**config.mk**
```make
export PLATFORM = sky130hd
export DESIGN_NAME = data_fifo
export DESIGN_NICKNAME = d
export VERILOG_FILES = /design/src/data_fifo.sv
export VERILOG_INCLUDE_DIRS = /design/src
export SDC_FILE = /design/constraint.sdc
export NUM_CORES = 2
export LEC_CHECK = 0
export BUFFER_PORTS_ARGS = -buffer_cell sky130_fd_sc_hd__buf_2
export CAP_MARGIN = 20
export CORE_UTILIZATION = 35
export CTS_CLUSTER_SIZE = 8
export DETAILED_ROUTE_END_ITERATION = 10
export SLEW_MARGIN = 20
export SYNTH_ARGS = -nofsm -noshare
export SYNTH_HDL_FRONTEND = slang
export SYNTH_SLANG_ARGS = --single-unit
```
**constraint.sdc**
```tcl
create_clock -name clk -period 27 [get_ports clk]
set_input_delay 2.7 -clock clk [delete_from_list [all_inputs] [get_ports clk]]
set_output_delay 2.7 -clock clk [all_outputs]
set_load 0.01 [all_outputs]
```
**src/wr_bridge_macros.svh**
```systemverilog
`ifndef WR_BRIDGE_MACROS_SVH
`define WR_BRIDGE_MACROS_SVH

// datapath geometry
`define WB_DW_BITS        32            // one PCIe double word
`define WB_DATA_BITS      256           // TLP and AXI beat width
`define WB_BEAT_DWS       8             // DWs per beat
`define WB_STRB_BITS      32            // one strobe bit per byte
`define WB_ADDR_BITS      64
`define WB_ID_BITS        8
`define WB_MAX_BEATS_BITS 8             // 1024 DW plus offset is 129 beats

`define WB_FIFO_DEPTH     16

// fixed AW attributes
`define WB_AXI_SIZE       3'd5          // 32 bytes per beat
`define WB_AXI_CACHE      4'b0011       // bufferable, modifiable
`define WB_AXI_PROT       3'b010        // unprivileged, non-secure, data

`endif

```
**src/data_fifo.sv**
```systemverilog
`timescale 1ns/1ns
`include "wr_bridge_macros.svh"

module data_fifo (
    input  logic                     clk,
    input  logic                     rst_n,
    input  logic                     wr_en,
    input  logic [`WB_DATA_BITS-1:0] wr_data,
    input  logic                     rd_en,
    output logic [`WB_DATA_BITS-1:0] rd_data,
    output logic                     full,
    output logic                     empty
);

    localparam int ADDR_BITS = $clog2(`WB_FIFO_DEPTH);

    logic [`WB_DATA_BITS-1:0] mem [`WB_FIFO_DEPTH];
    logic [ADDR_BITS-1:0]     wr_ptr;
    logic [ADDR_BITS-1:0]     rd_ptr;
    logic [ADDR_BITS:0]       count;
    logic                     do_wr;
    logic                     do_rd;

    assign do_wr = wr_en && !full;   // overflow guard
    assign do_rd = rd_en && !empty;

    assign full  = (count == (ADDR_BITS+1)'(`WB_FIFO_DEPTH));
    assign empty = (count == '0);

    always_ff @(posedge clk) begin
        if (!rst_n) begin
            wr_ptr <= '0;
            rd_ptr <= '0;
            count  <= '0;
        end else begin
            if (do_wr) begin
                wr_ptr <= wr_ptr + 1'b1;   // depth is a power of two
            end
            if (do_rd) begin
                rd_ptr <= rd_ptr + 1'b1;
            end
            case ({do_wr, do_rd})
                2'b10:   count <= count + 1'b1;
                2'b01:   count <= count - 1'b1;
                default: count <= count;
            endcase
        end
    end

    // storage and registered read port
    always_ff @(posedge clk) begin
        if (do_wr) begin
            mem[wr_ptr] <= wr_data;
        end
        if (do_rd) begin
            rd_data <= mem[rd_ptr];   // valid the cycle after rd_en
        end
    end

endmodule

```
==> flow_summary.json <==
{
  "layout-drive-gt1-share_pct": 31.5,
  "synth.most_common_cell": "edfxtp_1",
  "r2r-start": "rd_ptr[0]",
  "die-area_um2": 463000,
  "root_buffer": "clkbuf_16",
  "grt.total_usage_pct": 17.4,
  "detail-route-antenna-nets": 0,
  "hold_depth": 2,
  "max-vdd-ir-drop_v": 0.0000644,
  "io_pins": 518,
  "fin_skew_ns": 0.0569,
  "io_buffers": 517,
  "wire_per_inst_um": 29.6,
  "power.share.sequential_pct": 45.7,
  "cts_sinks": 4365,
  "syn_inst": 6614,
  "ys_warn_count": 0,
  "routed_via_density": 5.37,
  "p_leak_nw": 58.4,
  "ys_top_cells_by_count": "edfxtp_1, mux4_2, a22oi_1, nand2_1, clkbuf_1",
  "fin_nets": 7816,
  "worstMarginPinSlew_ns": 1.21,
  "path_max_fanout": 39,
  "cts_tree": "yes",
  "num_rows": 248,
  "hold_start": "count[4]",
  "synth_top_cells_by_area": "edfxtp_1, mux4_2, a22oi_1, nand2_1, buf_2",
  "synth_top_area_share_pct": 81.1,
  "postCtsSetupBuffers": 0,
  "cap_violations": 0,
  "syn_area_um2": 161000,
  "setup_viol_count_final": 0,
  "relSlewSlack_pct": 19.4,
  "synth_fp_nets": 6884,
  "cp.buffers_inverters": 6,
  "drv_slew": 0,
  "cp-start-kind": "input port",
  "crit_chain": "buf_2 -> o21a_1 -> nand2_1 -> nor2_4 -> buf_16 -> buf_4 -> buf_4 -> buf_4 -> buf_4",
  "finalHoldViolations": 0,
  "status": "completed",
  "grt_first_pass_wirelength_um": 578000,
  "clk_latency_ns": 1.03,
  "post-route-period-util_pct": 24.5,
  "cts-resized-gates": 0,
  "drt-total-wl_um": 410000,
  "drt_first_pass_iters": 5,
  "endpoint_kind": "register",
  "period_needed_ns": 6.60,
  "rrSetupSlack_ns": 21.40,
  "tns_ns": 0,
  "holdPathEnd": "count[4]",
  "cp_common_cell": "buf_4",
  "die_h_um": 680,
  "drt_iter0_markers": 7105,
  "core_um2": 457000,
  "grt_max_degree": 140,
  "crit_path_top_delay_cell": "buf_4",
  "p_comb_share_pct": 15.1,
  "slowest_delay_ns": 0.89,
  "reg2reg_depth": 8,
  "fin_hold_ws_ns": 0.550,
  "syn_to_final_growth_pct": 17.1,
  "rsz0062_at_grt": "no",
  "globalplace.congestion": 0.735,
  "holdBufCountCts": 0,
  "die_w_um": 680,
  "crit_arrival_ns": 7.22,
  "grt_overflow_total": 0,
  "r2r_end": "rd_data[57]",
  "cp_data_required_time_ns": 27.62,
  "synth_flop_cell": "edfxtp_1",
  "ys_ff_latch": 4365,
  "path_clk_slew_ns": 0.05,
  "cp_top_family": "buffers and inverters",
  "criticalPathCategory": "in -> reg",
  "p_sw_w": 0.00444,
  "grt_pass1_vias": 78800,
  "hold_path.class": "reg -> reg",
  "synth_edf_count": 4352,
  "pwr-share-clk_pct": 39.1,
  "p_int_w": 0.0133,
  "htree_levels": 6,
  "drc_errors": 0,
  "yosys.area.top_type": "edfxtp_1",
  "max_freq_ghz": 0.151,
  "syn_area_per_cell_um2": 24.3,
  "start_util_pct": 35.2,
  "dr_total_vias": 74400,
  "hpwlAfterDp_um": 213000,
  "swShare_pct": 25.1,
  "cellPowerDensity_nw_per_um2": 93.9,
  "cts_max_path_buffers": 4,
  "seq_area_frac_synth_pct": 81.3,
  "numCtsBuffers": 619,
  "synth.distinct_cells": 36,
  "ys_async_sr_fraction_pct": 0,
  "antenna_found_initial": 171
}
[tightest hold or removal path: cells and delay by family (launching register included)]
family | cells | cell delay (ns)
flops | 1 | 0.37
simple gates | 1 | 0.08
mux | 1 | 0.06
[stage by stage]
stage          instances  util, %  instance area [um^2]  setup WS, ns  total power, W
6_report           13800     41.3                189000         20.40          0.0177
5_1_grt            13800     41.3                189000         20.24          0.0183
4_1_cts            13800     41.2                188000         20.14          0.0179
3_5_place_dp       13000     37.4                171000         19.08          0.0110
3_3_place_gp       13000     37.4                171000         19.11          0.0109
2_1_floorplan       6614        -                161000          5.54          0.0101
[cells by family after synthesis]
| logic type | synth area share [%] |
|---|---|
| fa+ha+maj | 0.0824 |
| buf+inv | 1.04 |
| mux | 14.4 |
| flops | 81.3 |
| xor+xnor | 0.0326 |
| simple gates | 0.812 |
| compound gates | 2.37 |
[layer usage]
metal	up-vias	GRT usage, %	wire, um
met3	830	4.78	34000
li1	30300	-	-
met2	2856	29.0	204000
met4	100	5.87	13400
met5	-	0	587
met1	40300	21.8	157000
[placed cells by master (no fill, tap or decap), types with 2 or more instances in the layout]
cell / Yosys / routed
a21oi_1: 2 / 2
a22oi_1: 420 / 420
and2_1: 9 / 7
buf_12: 0 / 23
buf_16: 0 / 5
buf_2: 122 / 517
buf_4: 15 / 113
buf_6: 17 / 2
bufinv_16: 0 / 2
clkbuf_1: 131 / 29
clkbuf_16: 0 / 628
clkinv_1: 0 / 3
clkinv_16: 0 / 31
clkinv_2: 0 / 3
clkinv_8: 0 / 5
dfxtp_1: 13 / 10
dfxtp_4: 0 / 3
diode_2: 0 / 81
edfxtp_1: 4352 / 4352
ha_1: 9 / 9
inv_1: 8 / 7
inv_16: 0 / 8
inv_6: 0 / 5
mux2i_1: 5 / 5
mux4_2: 1024 / 1024
nand2_1: 221 / 220
nand2b_1: 9 / 7
nand2b_2: 0 / 2
nand3_1: 3 / 3
nor2_1: 66 / 52
nor2_4: 0 / 14
nor2b_1: 6 / 2
nor2b_4: 0 / 4
nor3_2: 0 / 4
o211ai_1: 2 / 2
o21ai_0: 2 / 2
o22ai_1: 92 / 92
or2_2: 2 / 2
xnor2_1: 5 / 5
[state kept, by name, summed over array words and instances, names as in the netlist]
name,count
mem,4096
rd_data,256
count,5
rd_ptr,4
wr_ptr,4
[how the worst max path moves through the flow]
stage / from / to / cells after the start
4_1_cts: wr_en / mem[13][2] / 8
6_report: wr_en / mem[13][2] / 9
3_5_place_dp: wr_en / mem[13][18] / 8
2_1_floorplan: wr_en / mem[0][0] / 4
5_1_grt: wr_en / mem[13][2] / 9
3_3_place_gp: wr_en / mem[13][18] / 8
[cell type report]
class,instances,area (um^2)
Fill cell,39100,268000
Sequential cell,4365,131000
Multi-Input combinational cell,1892,28600
Clock buffer,657,15800
Tap cell,6125,7660
Timing Repair Buffer,660,4060
Clock inverter,58,1310
Antenna cell,81,203
Inverter,8,37.5
[power groups by stage]
stage | Sequential, W | Combinational, W | Clock, W
finish | 0.00810 | 0.00268 | 0.00693
global route | 0.00812 | 0.00289 | 0.00733
CTS | 0.00811 | 0.00275 | 0.00707
detailed placement | 0.00823 | 0.00274 | 0
global placement | 0.00822 | 0.00272 | 0
floorplan | 0.00834 | 0.00181 | 0
No activity file was read; power rests on OpenSTA's default activity.
