**config.mk**
```make
export PLATFORM = sky130hd
export DESIGN_NAME = tlp_rx_align
export DESIGN_NICKNAME = d
export VERILOG_FILES = /design/src/tlp_pkg.sv /design/src/tlp_rx_align.sv
export VERILOG_INCLUDE_DIRS = /design/src
export SDC_FILE = /design/constraint.sdc
export NUM_CORES = 1
export LEC_CHECK = 0
export BUFFER_PORTS_ARGS = -buffer_cell sky130_fd_sc_hd__buf_4
export CAP_MARGIN = 30
export CORE_AREA = 2 2 289 291
export CTS_CLUSTER_DIAMETER = 200
export DETAILED_ROUTE_END_ITERATION = 16
export DIE_AREA = 0 0 291 293
export PLACE_DENSITY = 0.55
export SETUP_SLACK_MARGIN = 0.4
export SLEW_MARGIN = 20
export SYNTH_ARGS = -nofsm -noshare
export SYNTH_HDL_FRONTEND = slang
export SYNTH_SLANG_ARGS = --single-unit
```
**constraint.sdc**
```tcl
create_clock -name clk -period 14.75 [get_ports clk]
set_input_delay 2.95 -clock clk [delete_from_list [all_inputs] [get_ports clk]]
set_output_delay 2.95 -clock clk [all_outputs]
set_load 0.03 [all_outputs]
```
**src/wr_bridge_macros.svh**
```systemverilog
`ifndef WR_BRIDGE_MACROS_SVH
`define WR_BRIDGE_MACROS_SVH

// datapath geometry
`define WB_DW_BITS        32            // one PCIe double word
`define WB_DATA_BITS      256           // TLP and AXI beat width
`define WB_BEAT_DWS       8             // DWs per beat
`define WB_STRB_BITS      32            // one strobe bit per byte
`define WB_ADDR_BITS      64
`define WB_ID_BITS        8
`define WB_MAX_BEATS_BITS 8             // 1024 DW plus offset is 129 beats

`define WB_FIFO_DEPTH     16

// fixed AW attributes
`define WB_AXI_SIZE       3'd5          // 32 bytes per beat
`define WB_AXI_CACHE      4'b0011       // bufferable, modifiable
`define WB_AXI_PROT       3'b010        // unprivileged, non-secure, data

`endif

```
**src/tlp_pkg.sv**
```systemverilog
`include "wr_bridge_macros.svh"

package tlp_pkg;

    // fmt codes for memory writes
    typedef enum logic [2:0] {
        FMT_3DW_DATA = 3'b010,
        FMT_4DW_DATA = 3'b011
    } tlp_fmt_e;

    // header as DW0..DW3, DW0 in the top bits
    typedef struct packed {
        tlp_fmt_e                fmt;
        logic [4:0]              tlp_type;
        logic [8:0]              dw0_misc_hi;   // tag msbs, tc, attr[2], ln, th, td
        logic                    ep;            // poisoned
        logic [3:0]              dw0_misc_lo;   // attr[1:0], at
        logic [9:0]              length;        // 0 means 1024 DW
        logic [23:0]             dw1_misc;      // requester id, tag
        logic [3:0]              last_be;
        logic [3:0]              first_be;
        logic [`WB_DW_BITS-1:0]  addr_dw2;      // 3DW address lives here
        logic [`WB_DW_BITS-1:0]  addr_dw3;      // low address word of a 4DW header
    } tlp_hdr_t;

    // decoded write request handed to the AXI side
    typedef struct packed {
        logic [`WB_ADDR_BITS-1:0]      addr;      // DW aligned
        logic [2:0]                    dw_offset; // addr[4:2]
        logic [10:0]                   length_dw;
        logic [`WB_MAX_BEATS_BITS-1:0] beats;     // AXI beats after realignment
        logic [3:0]                    first_be;
        logic [3:0]                    last_be;
    } tlp_wr_req_t;

    typedef enum logic [1:0] {
        RX_RECV,
        RX_FLUSH,
        RX_WAIT_DONE
    } rx_state_e;

endpackage

```
**src/tlp_rx_align.sv**
```systemverilog
`timescale 1ns/1ns
`include "wr_bridge_macros.svh"

module tlp_rx_align (
    input  logic                     clk,
    input  logic                     rst_n,
    input  tlp_pkg::tlp_hdr_t        tlp_hdr,
    input  logic [`WB_DATA_BITS-1:0] tlp_data,
    input  logic                     tlp_sop,
    input  logic                     tlp_eop,
    input  logic                     tlp_valid,
    output logic                     tlp_ready,
    input  logic                     fifo_full,
    output logic                     fifo_wr_en,
    output logic [`WB_DATA_BITS-1:0] fifo_wr_data,
    output tlp_pkg::tlp_wr_req_t     wr_req,
    output logic                     start,
    input  logic                     done
);

    tlp_pkg::rx_state_e         state;
    tlp_pkg::rx_state_e         state_nxt;
    logic [`WB_ADDR_BITS-1:0]   hdr_addr;
    logic [10:0]                hdr_len;
    logic [2:0]                 hdr_offset;
    logic [11:0]                hdr_span;
    logic [11:0]                hdr_in_span;
    logic                       hdr_flush;
    logic                       accept;
    logic                       poisoned;
    logic                       cur_flush;
    logic [2:0]                 cur_offset;
    logic                       ready_nxt;
    logic                       start_d1;
    logic                       pending;
    logic                       poison_q;
    logic                       flush_q;
    logic [`WB_DATA_BITS-1:0]   prev_q;
    logic [`WB_DATA_BITS-1:0]   align_hi;
    logic [`WB_DATA_BITS-1:0]   align_lo;
    logic [2*`WB_DATA_BITS-1:0] align_cat;

    // header decode, meaningful on sop beats
    always_comb begin
        if (tlp_hdr.fmt == tlp_pkg::FMT_4DW_DATA) begin
            hdr_addr = {tlp_hdr.addr_dw2, tlp_hdr.addr_dw3[31:2], 2'b00};
        end else begin
            hdr_addr = {32'd0, tlp_hdr.addr_dw2[31:2], 2'b00};
        end
        hdr_len     = {tlp_hdr.length == 10'd0, tlp_hdr.length};
        hdr_offset  = hdr_addr[4:2];
        hdr_span    = {9'd0, hdr_offset} + {1'b0, hdr_len} + 12'd7;
        hdr_in_span = {1'b0, hdr_len} + 12'd7;
        hdr_flush   = (hdr_span[10:3] != hdr_in_span[10:3]);   // one more output beat
    end

    assign accept     = tlp_valid && tlp_ready;
    assign poisoned   = tlp_sop ? tlp_hdr.ep : poison_q;
    assign cur_flush  = tlp_sop ? hdr_flush : flush_q;
    assign cur_offset = (state == tlp_pkg::RX_RECV && tlp_sop) ? hdr_offset
                                                                : wr_req.dw_offset;

    always_comb begin
        state_nxt  = state;
        ready_nxt  = 1'b0;
        fifo_wr_en = 1'b0;
        align_hi   = tlp_data;
        align_lo   = tlp_sop ? '0 : prev_q;
        case (state)
            tlp_pkg::RX_RECV: begin
                ready_nxt  = !fifo_full && !accept;   // bubble after every beat
                fifo_wr_en = accept && !poisoned;
                if (accept && tlp_eop) begin
                    if (!poisoned && cur_flush) begin
                        state_nxt = tlp_pkg::RX_FLUSH;
                    end else begin
                        state_nxt = tlp_pkg::RX_WAIT_DONE;
                    end
                end
            end
            tlp_pkg::RX_FLUSH: begin
                align_hi = '0;   // tail of the last payload beat
                align_lo = prev_q;
                if (!fifo_full) begin
                    fifo_wr_en = 1'b1;
                    state_nxt  = tlp_pkg::RX_WAIT_DONE;
                end
            end
            tlp_pkg::RX_WAIT_DONE: begin
                if (!pending) begin
                    state_nxt = tlp_pkg::RX_RECV;
                end
            end
            default: state_nxt = tlp_pkg::RX_WAIT_DONE;
        endcase
    end

    // shift payload up by dw_offset lanes onto the AXI grid
    assign align_cat    = {align_hi, align_lo} << (cur_offset * `WB_DW_BITS);
    assign fifo_wr_data = align_cat[2*`WB_DATA_BITS-1 -: `WB_DATA_BITS];

    always_ff @(posedge clk) begin
        if (!rst_n) begin
            state     <= tlp_pkg::RX_WAIT_DONE;
            tlp_ready <= 1'b0;
            start_d1  <= 1'b0;
            start     <= 1'b0;
            pending   <= 1'b0;
            poison_q  <= 1'b0;
            flush_q   <= 1'b0;
        end else begin
            state     <= state_nxt;
            tlp_ready <= ready_nxt;
            start_d1  <= accept && tlp_sop && !tlp_hdr.ep;
            start     <= start_d1;   // two cycles after sop
            if (accept && tlp_sop) begin
                poison_q <= tlp_hdr.ep;
                flush_q  <= hdr_flush;
            end
            if (accept && tlp_sop && !tlp_hdr.ep) begin
                pending <= 1'b1;   // held until the engine is done
            end else if (done) begin
                pending <= 1'b0;
            end
        end
    end

    always_ff @(posedge clk) begin
        if (accept) begin
            prev_q <= tlp_data;
        end
        if (accept && tlp_sop && !tlp_hdr.ep) begin
            wr_req <= '{addr:      hdr_addr,
                        dw_offset: hdr_offset,
                        length_dw: hdr_len,
                        beats:     hdr_span[3 +: `WB_MAX_BEATS_BITS],
                        first_be:  tlp_hdr.first_be,
                        last_be:   tlp_hdr.last_be};
        end
    end

endmodule

```
==> impl_metrics.ini <==
[placed_design]
portBuffers = 697
hpwlAfterDp_um = 79900
gp_congestion = 0.880
dp_cells = 3838

[global_route]
grt_pass1_vias = 22964
grt_max_degree = 74
grt-ovfl-total = 0
grt_pass1_wl_um = 167000
grt_usage_pct = 26.5
antenna_found_initial = 12

[synthesis]
ys_ff_latch = 321
synth.area.top_cells = edfxtp_1 (42%), mux2i_1 (12%), nand2_1 (3.7%)
synth_enable_flop_cells = 313
syn_area_per_cell_um2 = 9.97
ys_async_sr_fraction_pct = 0
synth_top_area_share_pct = 41.7
synthCells = 2259
syn_area_mm2 = 0.0225
synth_ff_type = edfxtp_1
synth_top_area_cell = edfxtp_1
ys_seq_area_share_pct = 42.4
yosys_warnings = 0
synth_cell_types = 70

[power]
p_leak_nw = 12.4
p_sw_share_pct = 35.4
power.share.clock_pct = 33.2
power.density_mw_per_mm2 = 99.8
combPwrFrac_pct = 32.5
p_seq_share_pct = 34.3
internal_power_mw = 1.93
power.switching_mw = 1.06
ir_drop_v = 0.0000649

[routing]
ant_nets = 0
firstDrtPassIters = 5
via_per_inst = 5.94
drtIter0Drc = 2500
wirelength_um = 119000
drc_errors = 0
routedWlPerCell_um = 30.3
num_vias = 23290

[finish]
fin_nets = 3210
instances_no_fill = 3921
syn2layout_area_growth_pct = 33.2
drive_gt1_share_pct = 32.4
fillCellCount = 8370

[clock_network]
cts-root-buf = clkbuf_16
clock_path_buffers = 3
cts_setup_buffers = 0
cts_buffers = 41
ctsResizeCount = 0
postCtsHoldBufs = 0
clk_transition_reported_paths_ps = 50
clk_latency_ps = 590
cts.sinks = 321
h-tree-depth = 2
cts_tree = built

[sta]
max_freq_mhz = 101
finalClockSkew_ps = 30.1
period_needed_ps = 9910
setup_tns_ps = 0
setup-violations-final = 0
finalHoldViolations = 0
rsz0062_at_grt = no
finalCritPeriodShare_pct = 67.2
max-slew-margin-rel_pct = 29.2
worst_pin_slew_ps = 1060
slew_violations = 0

[flow_run]
maxCapViolCount = 0

[critical_path]
critPathKind = in2out
critPathCaptureType = output pin
cp_max_fo = 67
required_ps = 11800
crit_arrival_ps = 6960
critPathLaunchType = input pin

[min_path]
min_path_type = reg2reg

[floorplan]
row_count = 105
io_pins = 744
fp.dieH_um = 293
initial_core_util_pct = 27.5
die-area_mm2 = 0.0853
core_mm2 = 0.0818
die_w_um = 291

[outcome]
status = finished, final reports clean
==> cell families after synthesis <==
group,after synthesis,synth area share (%)
DFF,321,42.4
and+or+nand+nor,514,10.9
muxes,338,15.4
adders and majority gates,4,0.222
other,1,0.0166
AOI/OAI and AO/OA,817,25.7
xor gates and xnor gates,7,0.272
buffers and inverters,257,5.09
==> final timing paths <==
kind / start / to / slack [ps] / depth (start not counted)
max: tlp_sop / fifo_wr_data[158] / 4840 / 10
min: start_d1 / start / 430 / 1
max reg2reg: tlp_ready / prev_q[48] / 11820 / 4
min reg2reg: start_d1 / start / 430 / 1
==> cells in the mapped netlist (all sizes together), types with 50 or more instances <==
cell,instances
a21oi,121
mux2,60
o21ai,131
clkbuf,140
o22ai,86
nand3,71
edfxtp,313
buf,106
a31oi,56
o221ai,50
nand2,227
nor2,74
mux2i,278
a211o,68
==> metrics by stage <==
stage	setup slack, ps	utilization [%]	power [mW]	hold slack, ps	instance area [µm²]
CTS	4980	36.5	3.01	436	29900
finish	4840	36.7	2.99	432	30000
floorplan	4000	-	1.60	412	22500
global route	4770	36.7	3.09	473	30000
global placement	4970	35.0	2.01	419	28600
detailed placement	4980	35.0	2.01	423	28600
==> state kept, by name (all words and copies together), names as in the netlist <==
signal,flops
flush_q,1
pending,1
poison_q,1
prev_q,224
start,1
start_d1,1
state,2
tlp_ready,1
wr_req,89
==> per-layer routing <==
metal	global-route usage (%)	vias to the layer above	share of wire (%)
met5	0.284	-	0.054
met4	10.6	10	3.9
met3	7.16	282	10
met2	44.1	1503	47
met1	32.5	11391	39
li1	-	10104	-
==> placed cells by master, fill, tap and decap left out, types with 29 or more instances in the layout <==
master	n
a211o_1	67
a211oi_1	40
a21oi_1	121
a31oi_1	56
and2_1	34
buf_4	753
clkbuf_16	43
edfxtp_1	313
mux2_2	60
mux2i_1	278
nand2_1	219
nand3_1	71
nor2_1	65
nor3_1	29
o211ai_1	35
o21ai_0	119
o221ai_1	50
o22a_1	38
o22ai_1	86
==> critical path, cell delays in order <==
cell,delay (ps)
buf_4,150
or3b_1,350
buf_4,200
nand2b_4,560
nand2_8,570
buf_4,530
mux2_2,300
a31oi_1,100
a221oi_1,760
buf_4,290
==> cell type report <==
cell class                      instances  area, µm²  area share [%]
Clock buffer                           50       1100            3.67
Multi-Input combinational cell       1682      12000            40.1
Inverter                               11       41.3           0.138
Clock inverter                         24        173           0.575
Timing Repair Buffer                  758       5750            19.2
Tap cell                             1070       1340            4.46
Sequential cell                       321       9560            31.8
Antenna cell                            5       12.5          0.0417
==> power groups by stage <==
stage | Sequential (mW) | Clock [mW] | Combinational, mW
after floorplan | 1.05 | 0 | 0.547
after global placement | 1.05 | 0 | 0.964
after detailed placement | 1.05 | 0 | 0.964
after CTS | 1.03 | 1.01 | 0.966
after global routing | 1.03 | 1.04 | 1.02
final | 1.03 | 0.994 | 0.974
Power figures use the tool's default switching activity.
